<file path="src/armIsaPkg.sv">
`default_nettype none

package armIsaPkg;

  // ====================
  // Instruction word
  // ====================
  localparam int instrW = 32;
  typedef logic [instrW-1:0] instrT;

  // Field boundaries
  localparam int condHi   = 31;
  localparam int condLo   = 28;
  localparam int classHi  = 27;
  localparam int classLo  = 26;
  localparam int opcodeHi = 24; // DP opcode, goes straight to the ALU
  localparam int opcodeLo = 21;
  localparam int rdHi     = 15;
  localparam int rdLo     = 12;

  // Single-bit fields
  localparam int bitImm  = 25; // DP: immediate operand; LDR/STR: set means register offset
  localparam int bitUp   = 23; // Add or subtract the offset
  localparam int bitByte = 22;
  localparam int bitLoad = 20;
  localparam int bitS    = 20; // Same slot as L, the class tells them apart

  // Bits 27:26
  typedef enum logic [1:0] {
    dataProc  = 2'b00,
    loadStore = 2'b01,
    branch    = 2'b10, // Only 101 is B, 100 is LDM/STM
    other     = 2'b11  // Coprocessor and SWI space
  } opClassT;

  typedef enum logic [3:0] {
    condEQ = 4'h0, condNE = 4'h1, condCS = 4'h2, condCC = 4'h3,
    condMI = 4'h4, condPL = 4'h5, condVS = 4'h6, condVC = 4'h7,
    condHI = 4'h8, condLS = 4'h9, condGE = 4'hA, condLT = 4'hB,
    condGT = 4'hC, condLE = 4'hD, condAL = 4'hE, condNV = 4'hF
  } condT;

endpackage

`default_nettype wire

</file>
<file path="src/ctrlPkg.sv">
`default_nettype none

package ctrlPkg;

  // ====================
  // ALU control
  // ====================
  typedef logic [3:0] aluCtlT; // Same coding as the DP opcode field

  localparam aluCtlT aluAdd = 4'b0100; // Loads, stores with U set, branches
  localparam aluCtlT aluSub = 4'b0010; // Loads and stores with U clear
  localparam aluCtlT aluMov = 4'b1101;
  localparam aluCtlT aluRsb = 4'b0011;
  localparam aluCtlT aluCmp = 4'b1010;

  // ====================
  // Flags
  // ====================
  typedef logic [3:0] flagsT; // NZCV

  localparam int flagN = 3;
  localparam int flagZ = 2;
  localparam int flagC = 1;
  localparam int flagV = 0;

  // Flag write enables, one per pair
  typedef logic [1:0] flagWriteT;

  localparam int fwNZ = 1;
  localparam int fwCV = 0;

  // Memory and operand select
  typedef logic [3:0] byteMaskT; // Lane i is byte i, little endian
  typedef logic [1:0] srcSelT;   // regSrc and immSrc

  localparam byteMaskT laneAll = 4'b1111;
  localparam logic [3:0] pcReg = 4'd15; // R15

endpackage

`default_nettype wire

</file>
<file path="src/condCheck.sv">
`timescale 1ns/1ps
`default_nettype none

module condCheck (
  input  wire armIsaPkg::condT     condE,
  input  wire ctrlPkg::flagsT      flagsE,     // Forwarded NZCV
  input  wire ctrlPkg::flagsT      aluFlagsE,
  input  wire ctrlPkg::flagWriteT  flagWriteE,
  output logic                     condExE,
  output ctrlPkg::flagsT           flagsNextE,
  output logic                     setNextFlagsE
);

  logic n;
  logic z;
  logic c;
  logic v;

  assign n = flagsE[ctrlPkg::flagN];
  assign z = flagsE[ctrlPkg::flagZ];
  assign c = flagsE[ctrlPkg::flagC];
  assign v = flagsE[ctrlPkg::flagV];

  // ====================
  // Condition field
  // ====================
  always_comb begin
    case (condE)
      armIsaPkg::condEQ: condExE = z;
      armIsaPkg::condNE: condExE = ~z;
      armIsaPkg::condCS: condExE = c;
      armIsaPkg::condCC: condExE = ~c;
      armIsaPkg::condMI: condExE = n;
      armIsaPkg::condPL: condExE = ~n;
      armIsaPkg::condVS: condExE = v;
      armIsaPkg::condVC: condExE = ~v;
      armIsaPkg::condHI: condExE = c & ~z;        // Unsigned higher
      armIsaPkg::condLS: condExE = ~c | z;
      armIsaPkg::condGE: condExE = (n == v);      // Signed compare
      armIsaPkg::condLT: condExE = (n != v);
      armIsaPkg::condGT: condExE = ~z & (n == v);
      armIsaPkg::condLE: condExE = z | (n != v);
      armIsaPkg::condAL: condExE = 1'b1;
      default:           condExE = 1'b0;          // NV never executes
    endcase
  end

  // Next flags, pairwise from the ALU
  always_comb begin
    flagsNextE = flagsE;
    if (flagWriteE[ctrlPkg::fwNZ]) begin
      flagsNextE[ctrlPkg::flagN] = aluFlagsE[ctrlPkg::flagN];
      flagsNextE[ctrlPkg::flagZ] = aluFlagsE[ctrlPkg::flagZ];
    end
    if (flagWriteE[ctrlPkg::fwCV]) begin
      flagsNextE[ctrlPkg::flagC] = aluFlagsE[ctrlPkg::flagC];
      flagsNextE[ctrlPkg::flagV] = aluFlagsE[ctrlPkg::flagV];
    end
  end

  assign setNextFlagsE = (|flagWriteE) & condExE; // Skipped instructions leave flags alone

endmodule

`default_nettype wire

</file>
<file path="src/mainDecoder.sv">
`timescale 1ns/1ps
`default_nettype none

module mainDecoder (
  input  wire logic              clk,
  input  wire logic              arstN,
  input  wire armIsaPkg::instrT  instrD,
  input  wire logic              stallD,
  input  wire logic              flushD,
  output ctrlPkg::srcSelT        regSrcD,
  output ctrlPkg::srcSelT        immSrcD,
  output logic                   aluSrcD,
  output logic                   memtoRegD,
  output logic                   regWriteD,
  output logic                   memWriteD,
  output logic                   branchD,
  output logic                   pcSrcD,
  output logic                   byteD,
  output ctrlPkg::aluCtlT        aluControlD,
  output ctrlPkg::flagWriteT     flagWriteD
);

  armIsaPkg::opClassT opClass;
  logic [8:0]         ctlWord;     // {regSrc, immSrc, aluSrc, memtoReg, regWrite, memWrite, branch}
  logic               liveD;       // Low right after a Decode flush
  logic               memtoRegRaw;
  logic               regWriteRaw;
  logic               memWriteRaw;
  logic               isLoadStore;
  logic               isDataProc;

  assign opClass     = armIsaPkg::opClassT'(instrD[armIsaPkg::classHi:armIsaPkg::classLo]);
  assign isLoadStore = (opClass == armIsaPkg::loadStore);
  assign isDataProc  = (opClass == armIsaPkg::dataProc);

  // Flush tracking, held through a stall
  always_ff @(posedge clk or negedge arstN) begin
    if (!arstN) begin
      liveD <= 1'b0;
    end else if (flushD) begin
      liveD <= 1'b0; // Flush wins over stall
    end else if (!stallD) begin
      liveD <= 1'b1;
    end
  end

  // ====================
  // Main control word
  // ====================
  always_comb begin
    ctlWord = 9'b0; // Dropped classes decode to nothing
    case (opClass)
      armIsaPkg::dataProc: begin
        if (instrD[armIsaPkg::bitImm]) ctlWord = 9'b00_00_1_0_1_0_0; // DP immediate
        else                           ctlWord = 9'b00_00_0_0_1_0_0; // DP register, word multiply too
      end
      armIsaPkg::loadStore: begin
        case ({instrD[armIsaPkg::bitLoad], instrD[armIsaPkg::bitImm]})
          2'b10:   ctlWord = 9'b00_01_1_1_1_0_0; // LDR, 12-bit offset
          2'b11:   ctlWord = 9'b00_01_0_1_1_0_0; // LDR, register offset
          2'b00:   ctlWord = 9'b10_01_1_0_0_1_0; // STR, 12-bit offset, Rd read as source
          default: ctlWord = 9'b10_01_0_0_0_1_0; // STR, register offset
        endcase
      end
      armIsaPkg::branch: begin
        if (instrD[armIsaPkg::bitImm]) ctlWord = 9'b01_10_1_0_0_0_1; // B, PC plus imm24
      end
      default: ctlWord = 9'b0;
    endcase
  end

  assign {regSrcD, immSrcD, aluSrcD, memtoRegRaw, regWriteRaw, memWriteRaw, branchD} = ctlWord;

  // Writes die for the instruction behind a flush
  assign memtoRegD = memtoRegRaw & liveD;
  assign regWriteD = regWriteRaw & liveD;
  assign memWriteD = memWriteRaw & liveD;

  // ====================
  // ALU control
  // ====================
  always_comb begin
    if (isLoadStore) begin
      aluControlD = instrD[armIsaPkg::bitUp] ? ctrlPkg::aluAdd : ctrlPkg::aluSub;
      flagWriteD  = 2'b00;
    end else if (isDataProc) begin
      aluControlD = instrD[armIsaPkg::opcodeHi:armIsaPkg::opcodeLo];
      flagWriteD  = {2{instrD[armIsaPkg::bitS]}}; // S sets both pairs
    end else begin
      aluControlD = ctrlPkg::aluAdd; // Branch target add
      flagWriteD  = 2'b00;
    end
  end

  // Anything that will move the PC
  assign pcSrcD = branchD | (regWriteD & (instrD[armIsaPkg::rdHi:armIsaPkg::rdLo] == ctrlPkg::pcReg));
  assign byteD  = isLoadStore & instrD[armIsaPkg::bitByte];

  // Instruction following a flush never reaches the memory bus
  flushKillsStore: assert property (@(posedge clk) disable iff (!arstN)
    flushD |=> !memWriteD);

endmodule

`default_nettype wire

</file>
<file path="src/executeStage.sv">
`timescale 1ns/1ps
`default_nettype none

module executeStage (
  input  wire logic                clk,
  input  wire logic                arstN,
  input  wire logic                stallE,
  input  wire logic                flushE,
  // Decode controls
  input  wire armIsaPkg::instrT    instrD,
  input  wire logic                aluSrcD,
  input  wire logic                memtoRegD,
  input  wire logic                regWriteD,
  input  wire logic                memWriteD,
  input  wire logic                branchD,
  input  wire logic                pcSrcD,
  input  wire logic                byteD,
  input  wire ctrlPkg::aluCtlT     aluControlD,
  input  wire ctrlPkg::flagWriteT  flagWriteD,
  // Datapath and flag sources
  input  wire logic [31:0]         aluResultE,
  input  wire ctrlPkg::flagsT      aluFlagsE,
  input  wire ctrlPkg::flagsT      flagsM,
  input  wire logic                setNextFlagsM,
  input  wire ctrlPkg::flagsT      flagsW,
  input  wire logic                setNextFlagsW,
  input  wire ctrlPkg::flagsT      archFlags,
  // Execute outputs
  output ctrlPkg::aluCtlT          aluControlE,
  output logic                     aluSrcE,
  output logic                     carryInE,
  output logic                     branchTakenE,
  output logic                     memtoRegE,
  output logic                     pcSrcE,      // Ungated, for hazard logic
  // Toward Memory
  output logic                     regWriteGatedE,
  output logic                     memWriteGatedE,
  output logic                     pcSrcGatedE,
  output logic                     byteE,
  output logic [1:0]               byteOffsetE,
  output ctrlPkg::byteMaskT        byteMaskE,
  output ctrlPkg::flagsT           flagsNextE,
  output logic                     setNextFlagsE
);

  localparam int eRegW = 18;

  logic [eRegW-1:0]    eRegD;
  logic [eRegW-1:0]    eRegQ;
  armIsaPkg::condT     condE;
  ctrlPkg::flagWriteT  flagWriteE;
  ctrlPkg::flagsT      flagsE;
  logic                carryInD;
  logic                memtoRegRawE;
  logic                regWriteE;
  logic                memWriteE;
  logic                branchE;
  logic                condExE;

  // Subtract-type ops run as A + ~B + 1
  assign carryInD = (aluControlD == ctrlPkg::aluSub) | (aluControlD == ctrlPkg::aluRsb)
                  | (aluControlD == ctrlPkg::aluCmp);

  // ====================
  // E register
  // ====================
  assign eRegD = {instrD[armIsaPkg::condHi:armIsaPkg::condLo], aluControlD, flagWriteD,
                  carryInD, aluSrcD, memtoRegD, regWriteD, memWriteD, branchD, pcSrcD, byteD};

  always_ff @(posedge clk or negedge arstN) begin
    if (!arstN) begin
      eRegQ <= '0;
    end else if (flushE) begin
      eRegQ <= '0;    // Bubble
    end else if (!stallE) begin
      eRegQ <= eRegD;
    end
  end

  assign condE = armIsaPkg::condT'(eRegQ[17:14]);
  assign {aluControlE, flagWriteE, carryInE, aluSrcE, memtoRegRawE, regWriteE, memWriteE,
          branchE, pcSrcE, byteE} = eRegQ[13:0];

  // Youngest flag producer wins
  assign flagsE = setNextFlagsM ? flagsM : (setNextFlagsW ? flagsW : archFlags);

  condCheck condCheck0 (
    .condE         (condE),
    .flagsE        (flagsE),
    .aluFlagsE     (aluFlagsE),
    .flagWriteE    (flagWriteE),
    .condExE       (condExE),
    .flagsNextE    (flagsNextE),
    .setNextFlagsE (setNextFlagsE)
  );

  // ====================
  // Condition gating
  // ====================
  assign branchTakenE   = branchE & condExE;
  assign regWriteGatedE = regWriteE & condExE;
  assign memWriteGatedE = memWriteE & condExE;
  assign memtoRegE      = memtoRegRawE & condExE; // No read for a skipped load
  assign pcSrcGatedE    = pcSrcE & condExE;

  // Store lanes
  assign byteOffsetE = aluResultE[1:0];
  assign byteMaskE   = byteE ? ctrlPkg::byteMaskT'(4'b0001 << aluResultE[1:0])
                             : ctrlPkg::laneAll;

  // A taken branch was decoded as one, unless the register was holding
  takenNeedsBranch: assert property (@(posedge clk) disable iff (!arstN)
    branchTakenE && !$past(stallE) |-> $past(branchD));

endmodule

`default_nettype wire

</file>
<file path="src/memWbPipe.sv">
`timescale 1ns/1ps
`default_nettype none

module memWbPipe (
  input  wire logic              clk,
  input  wire logic              arstN,
  input  wire logic              stallM,
  input  wire logic              flushM,
  input  wire logic              stallW,
  input  wire logic              flushW,
  // Gated Execute signals
  input  wire logic              regWriteGatedE,
  input  wire logic              memWriteGatedE,
  input  wire logic              pcSrcGatedE,
  input  wire logic              memtoRegE,
  input  wire logic              byteE,
  input  wire logic [1:0]        byteOffsetE,
  input  wire ctrlPkg::byteMaskT byteMaskE,
  input  wire ctrlPkg::flagsT    flagsNextE,
  input  wire logic              setNextFlagsE,
  // Memory stage
  output logic                   memWriteM,
  output logic                   regWriteM,
  output ctrlPkg::byteMaskT      byteMaskM,
  output logic                   pcSrcM,
  output ctrlPkg::flagsT         flagsM,
  output logic                   setNextFlagsM,
  // Writeback stage
  output logic                   regWriteW,
  output logic                   memtoRegW,
  output logic                   pcSrcW,
  output logic                   loadByteW,
  output logic [1:0]             byteOffsetW,
  output ctrlPkg::flagsT         flagsW,
  output logic                   setNextFlagsW,
  output ctrlPkg::flagsT         archFlags
);

  logic [15:0] mRegD;
  logic [15:0] mRegQ;
  logic [10:0] wRegD;
  logic [10:0] wRegQ;
  logic        memtoRegM;
  logic        byteM;
  logic [1:0]  byteOffsetM;

  // ====================
  // M register
  // ====================
  assign mRegD = {memWriteGatedE, regWriteGatedE, memtoRegE, pcSrcGatedE, byteMaskE,
                  byteE, byteOffsetE, flagsNextE, setNextFlagsE};

  always_ff @(posedge clk or negedge arstN) begin
    if (!arstN) begin
      mRegQ <= '0;
    end else if (flushM) begin
      mRegQ <= '0;
    end else if (!stallM) begin
      mRegQ <= mRegD;
    end
  end

  assign {memWriteM, regWriteM, memtoRegM, pcSrcM, byteMaskM, byteM, byteOffsetM,
          flagsM, setNextFlagsM} = mRegQ;

  // ====================
  // W register
  // ====================
  assign wRegD = {regWriteM, memtoRegM, pcSrcM, byteM, byteOffsetM, flagsM, setNextFlagsM};

  always_ff @(posedge clk or negedge arstN) begin
    if (!arstN) begin
      wRegQ <= '0;
    end else if (flushW) begin
      wRegQ <= '0;
    end else if (!stallW) begin
      wRegQ <= wRegD;
    end
  end

  // Byte flag and offset pick and extend the loaded lane
  assign {regWriteW, memtoRegW, pcSrcW, loadByteW, byteOffsetW, flagsW, setNextFlagsW} = wRegQ;

  // Architectural NZCV, committed as the instruction leaves W
  always_ff @(posedge clk or negedge arstN) begin
    if (!arstN) begin
      archFlags <= '0;
    end else if (setNextFlagsW && !stallW) begin
      archFlags <= flagsW;
    end
  end

  // Only a committing flag setter may touch NZCV
  flagsOnlyOnCommit: assert property (@(posedge clk) disable iff (!arstN)
    !setNextFlagsW |=> $stable(archFlags));

endmodule

`default_nettype wire

</file>
<file path="src/armController.sv">
`timescale 1ns/1ps
`default_nettype none

module armController (
  input  wire logic              clk,
  input  wire logic              arstN,
  input  wire armIsaPkg::instrT  instrD,
  input  wire logic [31:0]       aluResultE,
  input  wire ctrlPkg::flagsT    aluFlagsE,
  // Hazard unit
  input  wire logic              stallD,
  input  wire logic              flushD,
  input  wire logic              stallE,
  input  wire logic              flushE,
  input  wire logic              stallM,
  input  wire logic              flushM,
  input  wire logic              stallW,
  input  wire logic              flushW,
  // Decode
  output ctrlPkg::srcSelT        regSrcD,
  output ctrlPkg::srcSelT        immSrcD,
  output logic                   aluSrcD,
  output logic                   memtoRegD,
  output logic                   regWriteD,
  output logic                   memWriteD,
  output logic                   branchD,
  output logic                   pcSrcD,
  output logic                   byteD,
  output ctrlPkg::aluCtlT        aluControlD,
  output ctrlPkg::flagWriteT     flagWriteD,
  // Execute
  output ctrlPkg::aluCtlT        aluControlE,
  output logic                   aluSrcE,
  output logic                   carryInE,
  output logic                   branchTakenE,
  output logic                   memtoRegE,
  output logic                   pcSrcE,
  // Memory
  output logic                   memWriteM,
  output ctrlPkg::byteMaskT      byteMaskM,
  output logic                   regWriteM,
  // Writeback
  output logic                   regWriteW,
  output logic                   memtoRegW,
  output logic                   pcSrcW,
  output logic                   loadByteW,
  output logic [1:0]             byteOffsetW,
  output ctrlPkg::flagsT         archFlags,
  output logic                   pcWrPendingF
);

  // Between Execute and Memory
  logic              regWriteGatedE;
  logic              memWriteGatedE;
  logic              pcSrcGatedE;
  logic              byteE;
  logic [1:0]        byteOffsetE;
  ctrlPkg::byteMaskT byteMaskE;
  ctrlPkg::flagsT    flagsNextE;
  logic              setNextFlagsE;
  // Flag forwarding back into Execute
  ctrlPkg::flagsT    flagsM;
  logic              setNextFlagsM;
  ctrlPkg::flagsT    flagsW;
  logic              setNextFlagsW;
  logic              pcSrcM;

  // Port names match the stage nets one to one
  mainDecoder  mainDecoder0  (.*);
  executeStage executeStage0 (.*);
  memWbPipe    memWbPipe0    (.*);

  // PC write still in flight, fetch must wait
  assign pcWrPendingF = pcSrcD | pcSrcE | pcSrcM;

endmodule

`default_nettype wire

</file>
<file path="config.mk">
export PLATFORM = sky130hd
export DESIGN_NAME = armController
export DESIGN_NICKNAME = d
export VERILOG_FILES = /design/src/armIsaPkg.sv /design/src/ctrlPkg.sv /design/src/condCheck.sv /design/src/mainDecoder.sv /design/src/executeStage.sv /design/src/memWbPipe.sv /design/src/armController.sv
export SDC_FILE = /design/constraint.sdc
export NUM_CORES = 1
export LEC_CHECK = 0
export CORE_MARGIN = 5
export CORE_UTILIZATION = 45
export DETAILED_ROUTE_END_ITERATION = 8
export DONT_BUFFER_PORTS = 1
export PLACE_DENSITY = 0.6
export SYNTH_ARGS = -nofsm -noshare
export SYNTH_HDL_FRONTEND = slang
export SYNTH_SLANG_ARGS = --single-unit
</file>
<file path="constraint.sdc">
create_clock -name clk -period 1.9 [get_ports clk]
set_input_delay 0.285 -clock clk [delete_from_list [all_inputs] [get_ports clk]]
set_output_delay 0.285 -clock clk [all_outputs]
set_load 0.05 [all_outputs]
</file>
==> results of run 1 <==
## routing by layer
| layer | vias to the layer above | wire (um) |
|---|---|---|
| li1 | 931 | - |
| met1 | 936 | 2510 |
| met2 | 36 | 3110 |
| met3 | 6 | 323 |
| met4 | 0 | 53 |
| met5 | - | 0 |
## worst max-delay path: stages, from the launching register on
cell      delay [ns]
dfrtp_2         0.47
mux2_4          0.33
mux2i_4         0.20
xor2_2          0.18
mux2i_2         0.31
nor3_4          0.09
a21boi_4        0.16
buf_12          0.15
## placed cells by master (no fill, tap or decap), types with 2 or more instances in the layout
cell type,n
a21boi_4,2
and2_1,3
nand4_1,2
nor3_4,2
mux2i_2,3
buf_4,30
buf_12,4
dfrtp_2,4
o41ai_4,4
or2_2,2
nand2b_1,6
clkbuf_8,5
nor2b_1,9
mux2_4,2
inv_1,7
mux2i_1,34
o21ai_4,2
mux2_2,5
dfrtp_1,45
nor2_1,45
inv_2,2
or3_1,2
a21oi_1,17
nand2_1,13
o211ai_1,3
nor3_1,3
o21ai_0,6
## logic make-up after synthesis
| group | Yosys count |
|---|---|
| simple gates | 94 |
| flops | 49 |
| mux | 45 |
| compound gates | 41 |
| buf+inv | 34 |
| xor+xnor | 2 |
## area by class of cell
cell class              instances  area, sq um
multi-input cells             182         1380
inverters                       9         33.8
clock buffers                   5         68.8
clock inverters                 3         43.8
repair buffers                 37          354
flip-flops and latches         49         1230
fillers                       496         2340
well taps                      72         90.1
## final timing paths
path / start / endpoint / slack (ns) / cells after the start
setup / recovery: memWbPipe0.wRegQ[0] / branchTakenE / -0.57 / 7
hold / removal: flushW / memWbPipe0.wRegQ[0] / 0.03 / 1
setup reg to reg: memWbPipe0.wRegQ[0] / memWbPipe0.mRegQ[13] / -0.25 / 8
hold reg to reg: memWbPipe0.mRegQ[13] / memWbPipe0.mRegQ[13] / 0.52 / 2
max in group asynchronous: arstN / executeStage0.eRegQ[12] / 1.17 / 2
min in group asynchronous: arstN / memWbPipe0.mRegQ[2] / 0.49 / 2
## flip-flops by register name (all words and copies together), names as in the netlist
signal                flops
executeStage0.eRegQ      17
mainDecoder0.liveD        1
memWbPipe0.archFlags      4
memWbPipe0.mRegQ         16
memWbPipe0.wRegQ         11
## power by group
group          total [mW]  leakage (nW)  switching [mW]  internal (mW)
Sequential           1.14         0.663          0.0715           1.07
Clock               0.756        0.0585           0.361          0.395
Combinational       0.255         0.830           0.157         0.0983
Total                2.15          1.55           0.589           1.56
## timing repair
action	CTS	global route
pin swaps	5	2
buffers inserted	2	1
setup endpoints to repair	7	8
hold buffers	2	0
hold endpoints to repair	49	0
resized for setup	15	4
==> results_dict.tcl, run 1 <==
set metrics [dict create \
    status "complete, but fails checks" \
    violations "negative setup slack" \
    drt_iter0_drc 55 \
    worst_slew_margin_rel 0.647 \
    yosys_warnings 0 \
    wirelength_um 6000 \
    tns_ns -2.33 \
    postSynthAreaPerCell_sq_um 9.76 \
    clk_pin_slew_worst_paths_ns 0.10 \
    total_power_mw 2.15 \
    synth_edf_count 0 \
    synth.distinct_cells 36 \
    die_area_sq_um 7370 \
    antenna_found_initial 0 \
    async_reset_ff_frac 1.00 \
    max_freq_ghz 0.404 \
    period_share 1.30 \
    synthFlopType "dfrtp_1" \
    pre_cts_ws_ns -0.337 \
    firstDrtPassIters 4 \
    drive_gt1_frac 0.277 \
    drv_cap 0 \
    gr-total-overflow 0 \
    vias_per_cell 5.35 \
    timing.final.ws_setup_ns -0.575 \
    min_period_ns 2.47 \
    dieHeight_um 85.8 \
    critPathMaxFanout 5 \
    hold_class "input port to flip-flop" \
    dpl_cell_area_sq_um 2920 \
    initial_core_util 0.467 \
    grt_start_max_net_pins 50 \
    max-vdd-ir-drop_uv 379 \
    clockRootBuffer "clkbuf_8" \
    vias 1909 \
    rsz0062_at_grt "yes" \
    hold-worst-slack_ns 0.0289 \
    place.gp.congestion 0.790 \
    grt_pass1_vias 2003 \
    synth_common_cells "49 x dfrtp_1, 46 x nor2_1, 37 x mux2i_1" \
    placement.io_buffers 0 \
    cts_inserted_buffers 5 \
    p_leak_nw 1.55 \
    synth-compound-area-share 0.100 \
    nets 362 \
    ioPinCount 121 \
    gr-usage-all-layers 0.173 \
    use_met3 0.0557 \
    yosysSeqAreaShare 0.474 \
    synth_simple_gate_area_share 0.167 \
    hpwlAfterDp_um 4310 \
    final_cell_area_sq_um 3200 \
    synthAdderAreaFrac 0 \
    cts_tree "done" \
    clock_path_buffers 2 \
    synth_top_family_by_area "multiplexers" \
    yosysMostFrequentCell "dfrtp_1" \
    area_delta_synth_final_pct 23.7 \
    grtUsageMet1 0.215 \
    netlist_instances 265 \
    powerDensity_nw_per_um2 671 \
    core-area_sq_um 5540 \
    mappedNetlistNets 343 \
    grtUsageMet2 0.290 \
    cts.sinks 49 \
    finalSetupViolations 7 \
    synthesis.area_sq_um 2590 \
    synth_xor_area_frac 0.00677 \
    yosys.area.top_type "dfrtp_1" \
    final_util 0.578 \
    endpoint_kind "primary output" \
    muxShareOfSynthArea 0.184 \
    tightestPinTransition_ns 0.530 \
    ys_ff_latch 49 \
    yosys.area.top_type_share 0.474 \
    grt_pass1_wl_um 10100 \
    htreeDepth 2 \
    antenna_left 0 \
    setup.worst_path.start_class "flip-flop" \
    place_inst 346 \
    crit_arrival_ns 2.19 \
    report.final.slew_viol_count 0 \
    final_cells 357 \
    critPathKind "flip-flop to primary output" \
    fin_skew_ns 0.00894 \
    row_count 27 \
    worstSkewPairLatency_ns 0.30 \
    crit_required_ns 1.62 \
    n_antenna_cell 0 \
    drc_errors 0 \
    die_x_um 85.8 \
    gr-max-usage-layer "met2" \
    finalHoldViolCount 0 \
    synthTopCellsByArea "dfrtp_1 47%, mux2i_1 14%, nor2_1 6.7%, a21oi_1 3.3%, buf_4 3.2%" \
    routedWlPerCell_um 16.8 \
]
Power figures use the tool's default switching activity.
==> inputs of run 2 (changes only) <==
==> constraint.sdc (replaced) <==
create_clock -name clk -period 2.2 [get_ports clk]
set_input_delay 0.33 -clock clk [delete_from_list [all_inputs] [get_ports clk]]
set_output_delay 0.33 -clock clk [all_outputs]
set_load 0.05 [all_outputs]
==> results_dict.tcl, run 2 (synthesis gave the netlist of run 1 again) <==
set metrics [dict create \
    final_util 0.550 \
    critPathKind "flip-flop to primary output" \
    final_cell_area_sq_um 3050 \
    placement.io_buffers 0 \
    rsz0062_at_grt "yes" \
    ioPinCount 121 \
    n_antenna_cell 0 \
    nFillCells 510 \
    min_period_ns 2.53 \
    holdPathStages 1 \
    wirelength_um 5690 \
    r2r_slack_ns 0.12 \
    r2r-start "memWbPipe0.wRegQ[0]" \
    nets 351 \
    critPathMaxFanout 5 \
    grt_start_max_net_pins 50 \
    gr-usage-all-layers 0.162 \
    status "complete, but fails checks" \
    firstDrtPassIters 4 \
    drc_errors 0 \
    r2r-end "memWbPipe0.mRegQ[13]" \
    report.final.slew_viol_count 0 \
    final_common_cell "nor2_1" \
    largest_reg_flops 17 \
    min_to "memWbPipe0.mRegQ[15]" \
    timing.final.ws_setup_ns -0.335 \
    drv_cap 0 \
    dpl_cell_area_sq_um 2830 \
    clock_path_buffers 2 \
    die_area_sq_um 7370 \
    crit_required_ns 1.87 \
    worst_slew_margin_rel 0.621 \
    routedWlPerCell_um 16.4 \
    grt_pass1_wl_um 9430 \
    antenna_left 0 \
    vias 1838 \
    clk_pin_slew_worst_paths_ns 0.09 \
    endpoint_kind "primary output" \
    tns_ns -0.667 \
    multi_input_area_sq_um 1330 \
    antenna_found_initial 0 \
    place_inst 336 \
    min_from "flushM" \
    htreeDepth 2 \
    ff_latch_area_sq_um 1230 \
    p_leak_nw 1.46 \
    vias_per_cell 5.31 \
    hold_class "input port to flip-flop" \
    final_cell_mix "46 x nor2_1, 45 x dfrtp_1, 34 x mux2i_1" \
    finalSetupViolations 2 \
    ff2ff_path_depth 7 \
    total_power_mw 1.82 \
    violations "negative setup slack" \
    drive_gt1_frac 0.234 \
    grt_pass1_vias 1872 \
    cts_inserted_buffers 5 \
    crit_arrival_ns 2.20 \
    place.gp.congestion 0.783 \
    hpwlAfterDp_um 4040 \
    tightestPinTransition_ns 0.568 \
    setup.worst_path.start_class "flip-flop" \
    gr-total-overflow 0 \
    fin_skew_ns 0.00769 \
    clockRootBuffer "clkbuf_8" \
    final_cells 346 \
    die_x_um 85.8 \
    core-area_sq_um 5540 \
    max_freq_ghz 0.395 \
    max-vdd-ir-drop_uv 293 \
    powerDensity_nw_per_um2 598 \
    worstSkewPairLatency_ns 0.30 \
    regMostFlops "executeStage0.eRegQ" \
    top_regs "executeStage0.eRegQ (17), memWbPipe0.mRegQ (16), memWbPipe0.wRegQ (11)" \
    initial_core_util 0.467 \
    row_count 27 \
    dieHeight_um 85.8 \
    finalHoldViolCount 0 \
    cts_setup_buffers 0 \
    cts_tree "done" \
    period_share 1.15 \
    cts.sinks 49 \
    area_delta_synth_final_pct 17.8 \
    drt_iter0_drc 55 \
]
## run 2: changes by cell type in the layout (fill, tap and decap cells not counted), sizes merged
cell | previous run | this run
buf | 36 | 25
inv | 10 | 9
clkbuf | 5 | 6
## run 2: through the flow
stage / hold slack (ns) / setup slack, ns
after floorplan: 0.0344 / -0.145
after global placement: 0.0357 / -0.0820
after detailed placement: 0.0359 / -0.0987
after CTS: 0.0579 / -0.372
after global routing: 0.0527 / -0.466
final: 0.0752 / -0.335
## run 2: worst max-delay path by stage
stage / end / slack, ns / startpoint
after floorplan: branchTakenE / -0.15 / memWbPipe0.archFlags[3]
after global placement: memtoRegE / -0.08 / memWbPipe0.wRegQ[0]
after detailed placement: memtoRegE / -0.1 / memWbPipe0.wRegQ[0]
after CTS: memtoRegE / -0.37 / memWbPipe0.wRegQ[0]
after global routing: branchTakenE / -0.47 / memWbPipe0.wRegQ[0]
final: memtoRegE / -0.33 / memWbPipe0.wRegQ[0]
## run 2: critical path, cell delays in order (launching register included)
cell and delay (ns):
dfrtp_2 0.46, mux2_4 0.34, o21ai_4 0.18, a21boi_0 0.11, o211a_1 0.26, nor3_4 0.29
a21boi_4 0.10, buf_12 0.16
## run 2: final cells by class
class | instances | area share
inverters | 9 | 0.0111
multi-input cells | 182 | 0.435
clock inverters | 2 | 0.0127
clock buffers | 6 | 0.0238
flip-flops and latches | 49 | 0.404
repair buffers | 26 | 0.0837
well taps | 72 | 0.0296
## run 2: where the power goes
part           switching, mW  leakage [nW]  total [mW]  internal [mW]
sequential            0.0644         0.663       0.985          0.921
clock                  0.295        0.0554       0.636          0.341
combinational          0.125         0.745       0.201         0.0758
total                  0.484          1.46        1.82           1.34
## run 2: repair_timing
item / CTS / global route
gates resized for setup: 3 / 8
hold buffers: 2 / 0
pin swaps: 2 / 2
setup endpoints to repair: 4 / 7
hold endpoints to repair: 49 / 0
## run 2: layer usage
layer / global-route usage / vias to the layer above / wire (um)
met2: 0.252 / 41 / 2750
met5: 0 / - / 0
met1: 0.216 / 879 / 2550
met3: 0.0480 / 5 / 325
met4: 0.0518 / 0 / 62
li1: - / 913 / -
